===== src/rtl/bcdAddPkg.sv =====
`default_nettype none

package bcdAddPkg;

    //////////////////////////////////////////////////////////////////////
    // Width types
    //////////////////////////////////////////////////////////////////////

    // Binary operand or sum
    typedef logic [7:0] binByteT;
    // Single decimal digit
    typedef logic [3:0] bcdDigitT;
    // Tens in upper nibble, ones in lower
    typedef logic [7:0] bcdPairT;

    // Command opcodes
    typedef enum logic [2:0] {
        opInit,
        opLoadA,
        opLoadB,
        opShowA,
        opShowB,
        opAdd,
        opShowLs,
        opShowMs
    } bcdOpT;

    //////////////////////////////////////////////////////////////////////
    // Port bundles
    //////////////////////////////////////////////////////////////////////

    // Command packet
    typedef struct packed {
        bcdOpT   op;
        binByteT data;
    } bcdCmdT;

    // Response packet, one per command
    typedef struct packed {
        bcdOpT   op;
        bcdPairT digits;
        logic    error;
    } bcdRspT;

    // Controller to datapath strobes
    typedef struct packed {
        logic       clear;
        logic       loadA;
        logic       loadB;
        logic       add;
        logic [1:0] showSel;
    } dpCtrlT;

    // Largest loadable operand
    localparam binByteT OPERAND_MAX = 8'd99;

    // Converter source select codes
    localparam logic [1:0] SHOW_A   = 2'd0;
    localparam logic [1:0] SHOW_B   = 2'd1;
    localparam logic [1:0] SHOW_SUM = 2'd2;

endpackage

`default_nettype wire

===== src/rtl/bcdAddTop.sv =====
`timescale 1ns/1ps
`default_nettype none

module bcdAddTop
(
    input  logic              CLK,
    input  logic              rstN,
    input  bcdAddPkg::bcdCmdT cmd,
    input  logic              cmdValid,
    output logic              cmdReady,
    output bcdAddPkg::bcdRspT rsp,
    output logic              rspValid,
    input  logic              rspReady
);

    import bcdAddPkg::*;

    // Controller to datapath
    dpCtrlT   dpCtrl;
    binByteT  cmdData;
    // Datapath back to controller
    bcdPairT  shown;
    bcdDigitT hundredsDigit;
    logic     rangeError;

    bcdAddControl ctrlInst
    (
        .CLK           (CLK),
        .rstN          (rstN),
        .cmd           (cmd),
        .cmdValid      (cmdValid),
        .cmdReady      (cmdReady),
        .rsp           (rsp),
        .rspValid      (rspValid),
        .rspReady      (rspReady),
        .dpCtrl        (dpCtrl),
        .cmdData       (cmdData),
        .shown         (shown),
        .hundredsDigit (hundredsDigit),
        .rangeError    (rangeError)
    );

    bcdAddDatapath dpInst
    (
        .CLK           (CLK),
        .rstN          (rstN),
        .dpCtrl        (dpCtrl),
        .cmdData       (cmdData),
        .shown         (shown),
        .hundredsDigit (hundredsDigit),
        .rangeError    (rangeError)
    );

endmodule

`default_nettype wire


===== src/rtl/bcdAddControl.sv =====
`timescale 1ns/1ps
`default_nettype none

module bcdAddControl
(
    input  logic                CLK,
    input  logic                rstN,
    input  bcdAddPkg::bcdCmdT   cmd,
    input  logic                cmdValid,
    output logic                cmdReady,
    output bcdAddPkg::bcdRspT   rsp,
    output logic                rspValid,
    input  logic                rspReady,
    output bcdAddPkg::dpCtrlT   dpCtrl,
    output bcdAddPkg::binByteT  cmdData,
    input  bcdAddPkg::bcdPairT  shown,
    input  bcdAddPkg::bcdDigitT hundredsDigit,
    input  logic                rangeError
);

    import bcdAddPkg::*;

    typedef enum logic [1:0] {stIdle, stExec, stRespond} ctrlStateT;

    ctrlStateT state;
    bcdCmdT    cmdReg;
    bcdRspT    rspReg;
    bcdPairT   rspDigits;
    logic      isLoad;

    // Handshake flags straight from state
    assign cmdReady = (state == stIdle);
    assign rspValid = (state == stRespond);
    assign rsp      = rspReg;
    assign cmdData  = cmdReg.data;
    assign isLoad   = (cmdReg.op == opLoadA) || (cmdReg.op == opLoadB);

    //////////////////////////////////////////////////////////////////////
    // Sequencing
    //////////////////////////////////////////////////////////////////////

    always_ff @(posedge CLK)
    begin
        if (!rstN)
        begin
            state  <= stIdle;
            cmdReg <= '0;
            rspReg <= '0;
        end
        else
        begin
            case (state)
                stIdle:
                begin
                    // Latch command on transfer
                    if (cmdValid)
                    begin
                        cmdReg <= cmd;
                        state  <= stExec;
                    end
                end
                stExec:
                begin
                    // Range flag sampled while cmdData still applied
                    rspReg.op     <= cmdReg.op;
                    rspReg.digits <= rspDigits;
                    rspReg.error  <= isLoad && rangeError;
                    state         <= stRespond;
                end
                default:
                begin
                    // Back-pressure holds us here
                    if (rspReady)
                        state <= stIdle;
                end
            endcase
        end
    end

    // Strobes only in Exec, one cycle wide
    always_comb
    begin
        dpCtrl = '0;
        dpCtrl.showSel = SHOW_A;
        if (state == stExec)
        begin
            case (cmdReg.op)
                opInit:             dpCtrl.clear = 1'b1;
                opLoadA:            dpCtrl.loadA = 1'b1;
                opLoadB:            dpCtrl.loadB = 1'b1;
                opAdd:              dpCtrl.add = 1'b1;
                opShowB:            dpCtrl.showSel = SHOW_B;
                opShowLs, opShowMs: dpCtrl.showSel = SHOW_SUM;
                default:            dpCtrl.showSel = SHOW_A;
            endcase
        end
    end

    // Digits for the response packet
    always_comb
    begin
        case (cmdReg.op)
            opShowA, opShowB, opShowLs: rspDigits = shown;
            opShowMs:                   rspDigits = {4'd0, hundredsDigit};
            default:                    rspDigits = '0;
        endcase
    end

    // Response held while the consumer stalls
    assert property (@(posedge CLK) disable iff (!rstN)
        (rspValid && !rspReady) |=> $stable(rsp))
        else $error("bcdAddControl response changed under back-pressure");

endmodule

`default_nettype wire


===== src/rtl/bcdAddDatapath.sv =====
`timescale 1ns/1ps
`default_nettype none

module bcdAddDatapath
(
    input  logic                CLK,
    input  logic                rstN,
    input  bcdAddPkg::dpCtrlT   dpCtrl,
    input  bcdAddPkg::binByteT  cmdData,
    output bcdAddPkg::bcdPairT  shown,
    output bcdAddPkg::bcdDigitT hundredsDigit,
    output logic                rangeError
);

    import bcdAddPkg::*;

    // Operand and result registers
    binByteT opA;
    binByteT opB;
    binByteT sum;

    // Converter side
    binByteT  convIn;
    bcdDigitT tensDigit;
    bcdDigitT onesDigit;

    // Loads above 99 are refused
    assign rangeError = (cmdData > OPERAND_MAX);

    //////////////////////////////////////////////////////////////////////
    // Register file
    //////////////////////////////////////////////////////////////////////

    // Strobes arrive in Exec, registers update on the edge ending it
    always_ff @(posedge CLK)
    begin
        if (!rstN)
        begin
            opA <= '0;
            opB <= '0;
            sum <= '0;
        end
        else if (dpCtrl.clear)
        begin
            opA <= '0;
            opB <= '0;
            sum <= '0;
        end
        else
        begin
            // Out of range load keeps old value
            if (dpCtrl.loadA && !rangeError)
                opA <= cmdData;
            if (dpCtrl.loadB && !rangeError)
                opB <= cmdData;
            // Max 99 + 99 = 198, fits in 8 bits
            if (dpCtrl.add)
                sum <= opA + opB;
        end
    end

    //////////////////////////////////////////////////////////////////////
    // Shown value
    //////////////////////////////////////////////////////////////////////

    // Single converter behind a select
    always_comb
    begin
        case (dpCtrl.showSel)
            SHOW_A:  convIn = opA;
            SHOW_B:  convIn = opB;
            default: convIn = sum;
        endcase
    end

    binToBcd conv
    (
        .bin      (convIn),
        .hundreds (hundredsDigit),
        .tens     (tensDigit),
        .ones     (onesDigit)
    );

    assign shown = {tensDigit, onesDigit};

    // Controller issues one operation per command
    assert property (@(posedge CLK) disable iff (!rstN)
        $onehot0({dpCtrl.clear, dpCtrl.loadA, dpCtrl.loadB, dpCtrl.add}))
        else $error("bcdAddDatapath more than one strobe active");

endmodule

`default_nettype wire


===== src/rtl/binToBcd.sv =====
`timescale 1ns/1ps
`default_nettype none

module binToBcd
(
    input  bcdAddPkg::binByteT  bin,
    output bcdAddPkg::bcdDigitT hundreds,
    output bcdAddPkg::bcdDigitT tens,
    output bcdAddPkg::bcdDigitT ones
);

    //////////////////////////////////////////////////////////////////////
    // Shift and add three
    //////////////////////////////////////////////////////////////////////

    // Work register layout
    // [19:16] hundreds, [15:12] tens, [11:8] ones, [7:0] binary
    always_comb
    begin : convert
        logic [19:0] work;
        work = '0;
        work[7:0] = bin;
        // One pass per input bit
        for (int i = 0; i < 8; i++)
        begin
            // Pre-correct any digit that would pass 9 after doubling
            if (work[11:8] >= 4'd5)
                work[11:8] = work[11:8] + 4'd3;
            if (work[15:12] >= 4'd5)
                work[15:12] = work[15:12] + 4'd3;
            if (work[19:16] >= 4'd5)
                work[19:16] = work[19:16] + 4'd3;
            work = work << 1;
        end
        hundreds = work[19:16];
        tens     = work[15:12];
        ones     = work[11:8];
    end

    // Every digit decimal after the last pass
    always_comb
    begin
        assert #0 ((hundreds <= 4'd9) && (tens <= 4'd9) && (ones <= 4'd9))
            else $error("binToBcd digit above 9 for input %0d", bin);
    end

endmodule

`default_nettype wire


===== config.mk =====
export PLATFORM = sky130hd
export DESIGN_NAME = bcdAddTop
export DESIGN_NICKNAME = d
export VERILOG_FILES = /design/src/rtl/bcdAddPkg.sv /design/src/rtl/bcdAddTop.sv /design/src/rtl/bcdAddControl.sv /design/src/rtl/bcdAddDatapath.sv /design/src/rtl/binToBcd.sv
export SDC_FILE = /design/constraint.sdc
export NUM_CORES = 1
export LEC_CHECK = 0
export BUFFER_PORTS_ARGS = -buffer_cell sky130_fd_sc_hd__clkbuf_2
export CORE_UTILIZATION = 45
export DETAILED_ROUTE_END_ITERATION = 10
export GPL_TIMING_DRIVEN = 0
export PLACE_DENSITY = 0.74
export SLEW_MARGIN = 10
export SYNTH_ARGS = -nofsm -noshare
export SYNTH_HDL_FRONTEND = slang
export SYNTH_SLANG_ARGS = --single-unit

===== constraint.sdc =====
create_clock -name CLK -period 8.5 [get_ports CLK]
set_input_delay 1.7 -clock CLK [delete_from_list [all_inputs] [get_ports CLK]]
set_output_delay 1.7 -clock CLK [all_outputs]
set_load 0.005 [all_outputs]

---- Word level (Yosys, flattened, before mapping) ----
Cells that the tools add are included.
storage, ports and cells
  flip-flop bits (word level) ............. 49
  input port bits ......................... 15
  logic and storage cells ................. 102
operators by class
  add/subtract/negate cells ............... 19
  magnitude comparators ................... 19
  equality and inequality tests ........... 11
  mux-type cells .......................... 29
  bitwise gates (word level) .............. 1
  reductions and logical operators ........ 14
operators with widths
  operator                                                                             count
  4-bit by 3-bit greater-or-equal comparator with 1-bit output, second input constant  15
  4-bit by 2-bit adder with 4-bit output, second input constant                        11
  4-bit 2-to-1 mux                                                                     11
  8-bit case mux with 2 select lines                                                   2
  3-bit 2-to-1 mux                                                                     7
  3-bit by 2-bit adder with 3-bit output, second input constant                        4
  3-bit equality test, second input constant                                           4
  8-bit adder                                                                          1
  8-bit by 7-bit > comparator with 1-bit output, second input constant                 1
  2-bit case mux with 2 select lines                                                   2
  1-bit by 2-bit adder with 3-bit output, both inputs constant                         2
  3-bit by 2-bit equality test with 1-bit output, second input constant                2
  1-bit by 3-bit greater-or-equal comparator with 1-bit output, both inputs constant   2
  6-bit 2-to-1 mux                                                                     1
  2-bit by 1-bit equality test with 1-bit output, second input constant                2
  2-bit zero test                                                                      2
  1-bit 2-to-1 mux                                                                     4
  2-bit 2-to-1 mux                                                                     2
  2-bit AND reduction                                                                  2
  2-bit OR reduction                                                                   2
  1-bit by 2-bit adder with 3-bit output, second input constant                        1
  3-bit by 1-bit equality test with 1-bit output, second input constant                1
  1-bit by 3-bit greater-or-equal comparator with 1-bit output, second input constant  1
  1-bit logical AND                                                                    3
  other kinds (8)                                                                      8

---- Logic depth before layout (Yosys ltp) ----
  depth after elaboration ................. 21
  mapped depth ............................ 32

---- Cells and area by module ----
Synthesis repeated with hierarchy kept, for this count alone.
second synthesis, totals
  cell total of the unflattened synthesis .. 430
  area total of the unflattened synthesis .. 3612.2 µm²
modules (own cells, without submodules)
  module          times used  cells each  area each (µm²)
  bcdAddDatapath  1           156         1407.6
  bcdAddControl   1           128         1197.4
  binToBcd        1           146         1007.2

---- Least setup slack after synthesis ----
No wires, ideal clock.
  kind .................................... reg2reg
  from .................................... reg ctrlInst.cmdReg[10] (netlist name)
  to ...................................... reg ctrlInst.rspReg, in the netlist ctrlInst.rsp[3]
  setup time .............................. 125 ps
  arrival ................................. 5811 ps
  data required time ...................... 8375 ps
  slack ................................... 2563 ps
  cell stages (with the launch flop) ...... 33
  path buffers ............................ 2
  period minus slack after synthesis ...... 5937 ps
  path through ............................ dfxtp_1 > buf_2 > and3b_1 > buf_4 > nand2_2 > a22oi_2 > inv_1 > ha_1 > inv_1 > ha_1 > nor3b_1 > a21oi_2 > nand3_2 > xnor2_2 > ha_1 > nand2b_1 > a31o_2 > a32oi_4 > xnor2_1 > inv_1 > ha_1 > o21ai_0 > o21ai_0 > a31oi_1 > o21ai_2 > nor3_1 > a2bb2oi_2 > inv_1 > ha_1 > nand2b_1 > a21boi_2 > mux2i_1 > o21ai_0
between the ends
  longest elaborated chain between the ends .. 21
RTL lines
  what                                                                                                                           RTL line                                   text
  start, declared                                                                                                                bcdAddControl.sv:26                        bcdCmdT cmdReg;
  start signal, assigned                                                                                                         bcdAddControl.sv:58                        cmdReg <= cmd;
  3-bit equality test                                                                                                            bcdAddControl.sv:87, bcdAddControl.sv:102
  2-bit OR reduction                                                                                                             bcdAddControl.sv:87                        case (cmdReg.op)
  2-bit case mux with 2 select lines                                                                                             bcdAddControl.sv:87
  6-bit 2-to-1 mux                                                                                                               bcdAddControl.sv:85                        if (state == stExec)
  2-bit by 1-bit equality test with 1-bit output / 2-bit zero test (equally long branches)                                       bcdAddDatapath.sv:69                       case (dpCtrl.showSel)
  8-bit case mux with 2 select lines                                                                                             bcdAddDatapath.sv:69
  1-bit by 3-bit greater-or-equal comparator with 1-bit output / 1-bit by 2-bit adder with 3-bit output (equally long branches)  binToBcd.sv:27, binToBcd.sv:28
  3-bit 2-to-1 mux                                                                                                               binToBcd.sv:27                             if (work[11:8] >= 4'd5)
  [5 not listed]                                                                                                                 --
  4-bit 2-to-1 mux (tied with other cells)                                                                                       binToBcd.sv:27
  4-bit by 2-bit adder with 4-bit output (tied with other cells)                                                                 binToBcd.sv:30                             work[15:12] = work[15:12] + 4'd3;
  4-bit 2-to-1 mux (tied with other cells)                                                                                       binToBcd.sv:29                             if (work[15:12] >= 4'd5)
  4-bit by 2-bit adder with 4-bit output (tied with other cells)                                                                 binToBcd.sv:30
  4-bit 2-to-1 mux (tied with other cells)                                                                                       binToBcd.sv:29
  4-bit by 3-bit greater-or-equal comparator with 1-bit output (tied with other cells)                                           binToBcd.sv:31                             if (work[19:16] >= 4'd5)
  3-bit 2-to-1 mux / 4-bit 2-to-1 mux (equally long branches)                                                                    binToBcd.sv:31, binToBcd.sv:27
  8-bit case mux with 2 select lines *                                                                                           bcdAddControl.sv:102                       case (cmdReg.op)
  end, declared                                                                                                                  bcdAddControl.sv:27                        bcdRspT rspReg;
Mark *: on every way between the ends. The rest lies on a longest branch, timed or not.
A chain may end at the register's enable or synchronous reset.

---- Final worst setup path ----
Same ends and word-level chain as after synthesis.

==> flow_summary.yaml <==
grt:
  grt_pass1_vias: 2606
  grt_max_degree: 17
  antenna_found_initial: 0
  grt_overflow: 0
  grt_pass1_wl_microns: 11700
  grt.total_usage: 0.198
setup_path:
  cp-start-kind: "flop"
  critPathBufInv: 6
  worstReg2RegEnd: "ctrlInst.rsp[3]"
  critical_path_class: "flop to flop"
  reg2reg_depth: 32
  critPathTopFamily: "compound AO/OA/AOI/OAI gates"
  crit_arrival_ns: 7.08
  r2r-start: "ctrlInst.cmdReg[10]"
  cpPeakStageDelay_ns: 0.42
  required_ns: 8.70
  worst_path_most_repeated_cell: "ha_1"
  path_max_fanout: 10
  critPathCaptureType: "flop"
  cp_slowest_cell: "nor3_1"
  regToRegSetupSlack_ns: 1.61
clock_network:
  post-cts-setup-buffers: 0
  cts_made_buffers: 5
  cts.clk_slew.worst_paths_ns: 0.10
  h-tree-depth: 2
  cts_tree: "done"
  cts.sinks: 49
  root_buffer: "clkbuf_8"
  clock_latency_ns: 0.31
  cts_hold_buf: 0
  postCtsResizedCells: 0
  clk_path_buf_depth: 2
synth:
  yosysTopAreaCellShare: 0.311
  synth_most_common_cell: "nand2_1"
  ys_warn_count: 0
  ys.flop_type: "dfxtp_1"
  syn_area_sq_mm: 0.00316
  seq_area_frac_synth: 0.311
  avgSynthCellArea_sq_um: 8.05
  synth-edff-count: 0
  synth_area_leader_cell: "dfxtp_1"
  yosysUniqueCellTypes: 65
  ys_async_sr_fraction: 0
  syn_inst: 392
  synth_common_cells: "nand2_1 (57), dfxtp_1 (49), nor2_1 (42)"
  ys_ff_latch: 49
  syn-num-nets: 427
  synth_area_leaders: "dfxtp_1 (31%), ha_1 (7.5%), mux2i_1 (7.3%)"
route:
  drc: 0
  drt_iter0_drc: 110
  postRouteAntennaNets: 0
  finalWirelength_microns: 6880
  vias: 2799
  wl_per_cell_microns: 13.1
  dr.pass1.iters: 5
  routed_via_density: 5.34
timing:
  holdWs_ns: 0.448
  fin_crit_sh: 0.810
  fmax_mhz: 145
  finalWorstSetupSlack_ns: 1.61
  relSlewSlack: 0.325
  setup_violations: 0
  period_minus_slack_ns: 6.89
  slew_violations: 0
  max_slew.worst_pin.slew_ns: 1.01
  grt_setup_unrepaired: "false"
  finalHoldViolations: 0
  tns_ns: 0
  skew_ns: 0.0101
layout:
  fillers: 667
  syn_to_final_growth_pct: 11.4
  multi_input_comb_area_sq_mm: 0.00203
  regArea_sq_um: 981
  fin_nets: 462
  diodes: 0
  drive_above_1_share: 0.129
die:
  start_util: 0.464
  dieHeight_microns: 85.7
  fp-row-count: 30
  dieWidth_microns: 85.7
  dieArea_sq_mm: 0.00735
  core_region_area_sq_mm: 0.00679
  ioPinCount: 29
placement:
  portBuffers: 28
  pre_cts_ws_ns: 1.67
  dp_hpwl_microns: 5330
  gp_congestion: 0.826
power_and_ir_drop:
  ir_drop_uv: 77.6
  p_leak_nw: 1.38
  power.density_mw_per_mm2: 126
run:
  max_cap_viol_count: 0
worst_hold_path:
  min_path_type: "flop to flop"
  holdPathStages: 2
  hp-start: "ctrlInst.rsp[1]"
  holdPathEnd: "ctrlInst.rsp[1]"
status:
  status: "complete, no violations"
## cell usage in the layout, fill, tap and decap left out, types with 6 or more instances in the layout
cell type	n
clkbuf_8	6
dfxtp_1	49
nand2_1	57
nor2_1	42
xnor2_1	9
inv_1	23
mux2i_1	23
nand2b_1	7
a21boi_0	14
a22oi_1	6
clkbuf_1	7
ha_1	19
clkbuf_2	28
o21ai_0	18
nand3_1	9
a21oi_1	25
## stage by stage
step	power [mW]	instances	cell area, sq um	utilization
6_report	0.444	524	3510	0.517
5_1_grt	0.461	524	3510	0.517
4_1_cts	0.446	524	3510	0.517
3_5_place_dp	0.298	516	3420	0.503
3_3_place_gp	0.296	516	3420	0.503
2_1_floorplan	0.282	392	3160	-
## state kept, by name (all words and copies together) (netlist names)
name and cells:
dpInst.sum 8, dpInst.opA 8, ctrlInst.cmdReg 3, dpInst.opB 8
ctrlInst.cmdData 8, ctrlInst.state 2, ctrlInst.rsp 12
## worst reg2reg max path, delay by kind of cell, from the launching register on
kind / cells / cell delay, ns
AO/OA/AOI/OAI: 11 / 2.45
AND/OR/NAND/NOR: 7 / 1.39
adder cells (fa/ha/maj): 5 / 1.13
buffers and inverters: 6 / 0.70
XOR/XNOR: 2 / 0.57
flip-flops: 1 / 0.32
multiplexers: 1 / 0.21
## cell families after synthesis
family / count (synthesis) / synth area share
AOI/OAI and AO/OA: 106 / 0.230
xor gates and xnor gates: 13 / 0.0385
adders and majority gates: 20 / 0.0817
buffers and inverters: 35 / 0.0456
DFF: 49 / 0.311
muxes: 25 / 0.0801
and+or+nand+nor: 144 / 0.214
## worst max path at each step
stage | from | to | cells after the start
2_1_floorplan | ctrlInst.cmdReg[10] | ctrlInst.rsp[3] | 32
3_3_place_gp | ctrlInst.cmdReg[10] | ctrlInst.rsp[3] | 32
3_5_place_dp | ctrlInst.cmdReg[10] | ctrlInst.rsp[3] | 32
4_1_cts | ctrlInst.cmdReg[10] | ctrlInst.rsp[3] | 32
5_1_grt | ctrlInst.cmdReg[10] | ctrlInst.rsp[3] | 32
6_report | ctrlInst.cmdReg[10] | ctrlInst.rsp[3] | 32
## power by group
part | switching [mW] | total [mW] | internal (mW) | leakage (nW)
logic | 0.0319 | 0.0529 | 0.0210 | 0.932
clock network | 0.0839 | 0.151 | 0.0671 | 0.0478
registers | 0.00546 | 0.240 | 0.234 | 0.397
## routing by layer
metal,track usage,vias to the layer above,part of all wire
li1,-,1447,-
met1,0.253,1293,0.49
met3,0.0433,10,0.028
met2,0.341,49,0.47
met4,0.0439,0,0.0092
met5,0,-,0
## cell type report
type | instances | area share
Multi-Input combinational cell | 308 | 0.578
Sequential cell | 49 | 0.279
Timing Repair Buffer | 28 | 0.0399
Tap cell | 96 | 0.0342
Inverter | 24 | 0.0256
Clock buffer | 6 | 0.0235
Buffer | 11 | 0.0153
Clock inverter | 2 | 0.00463
No activity file was read; power rests on OpenSTA's default activity.
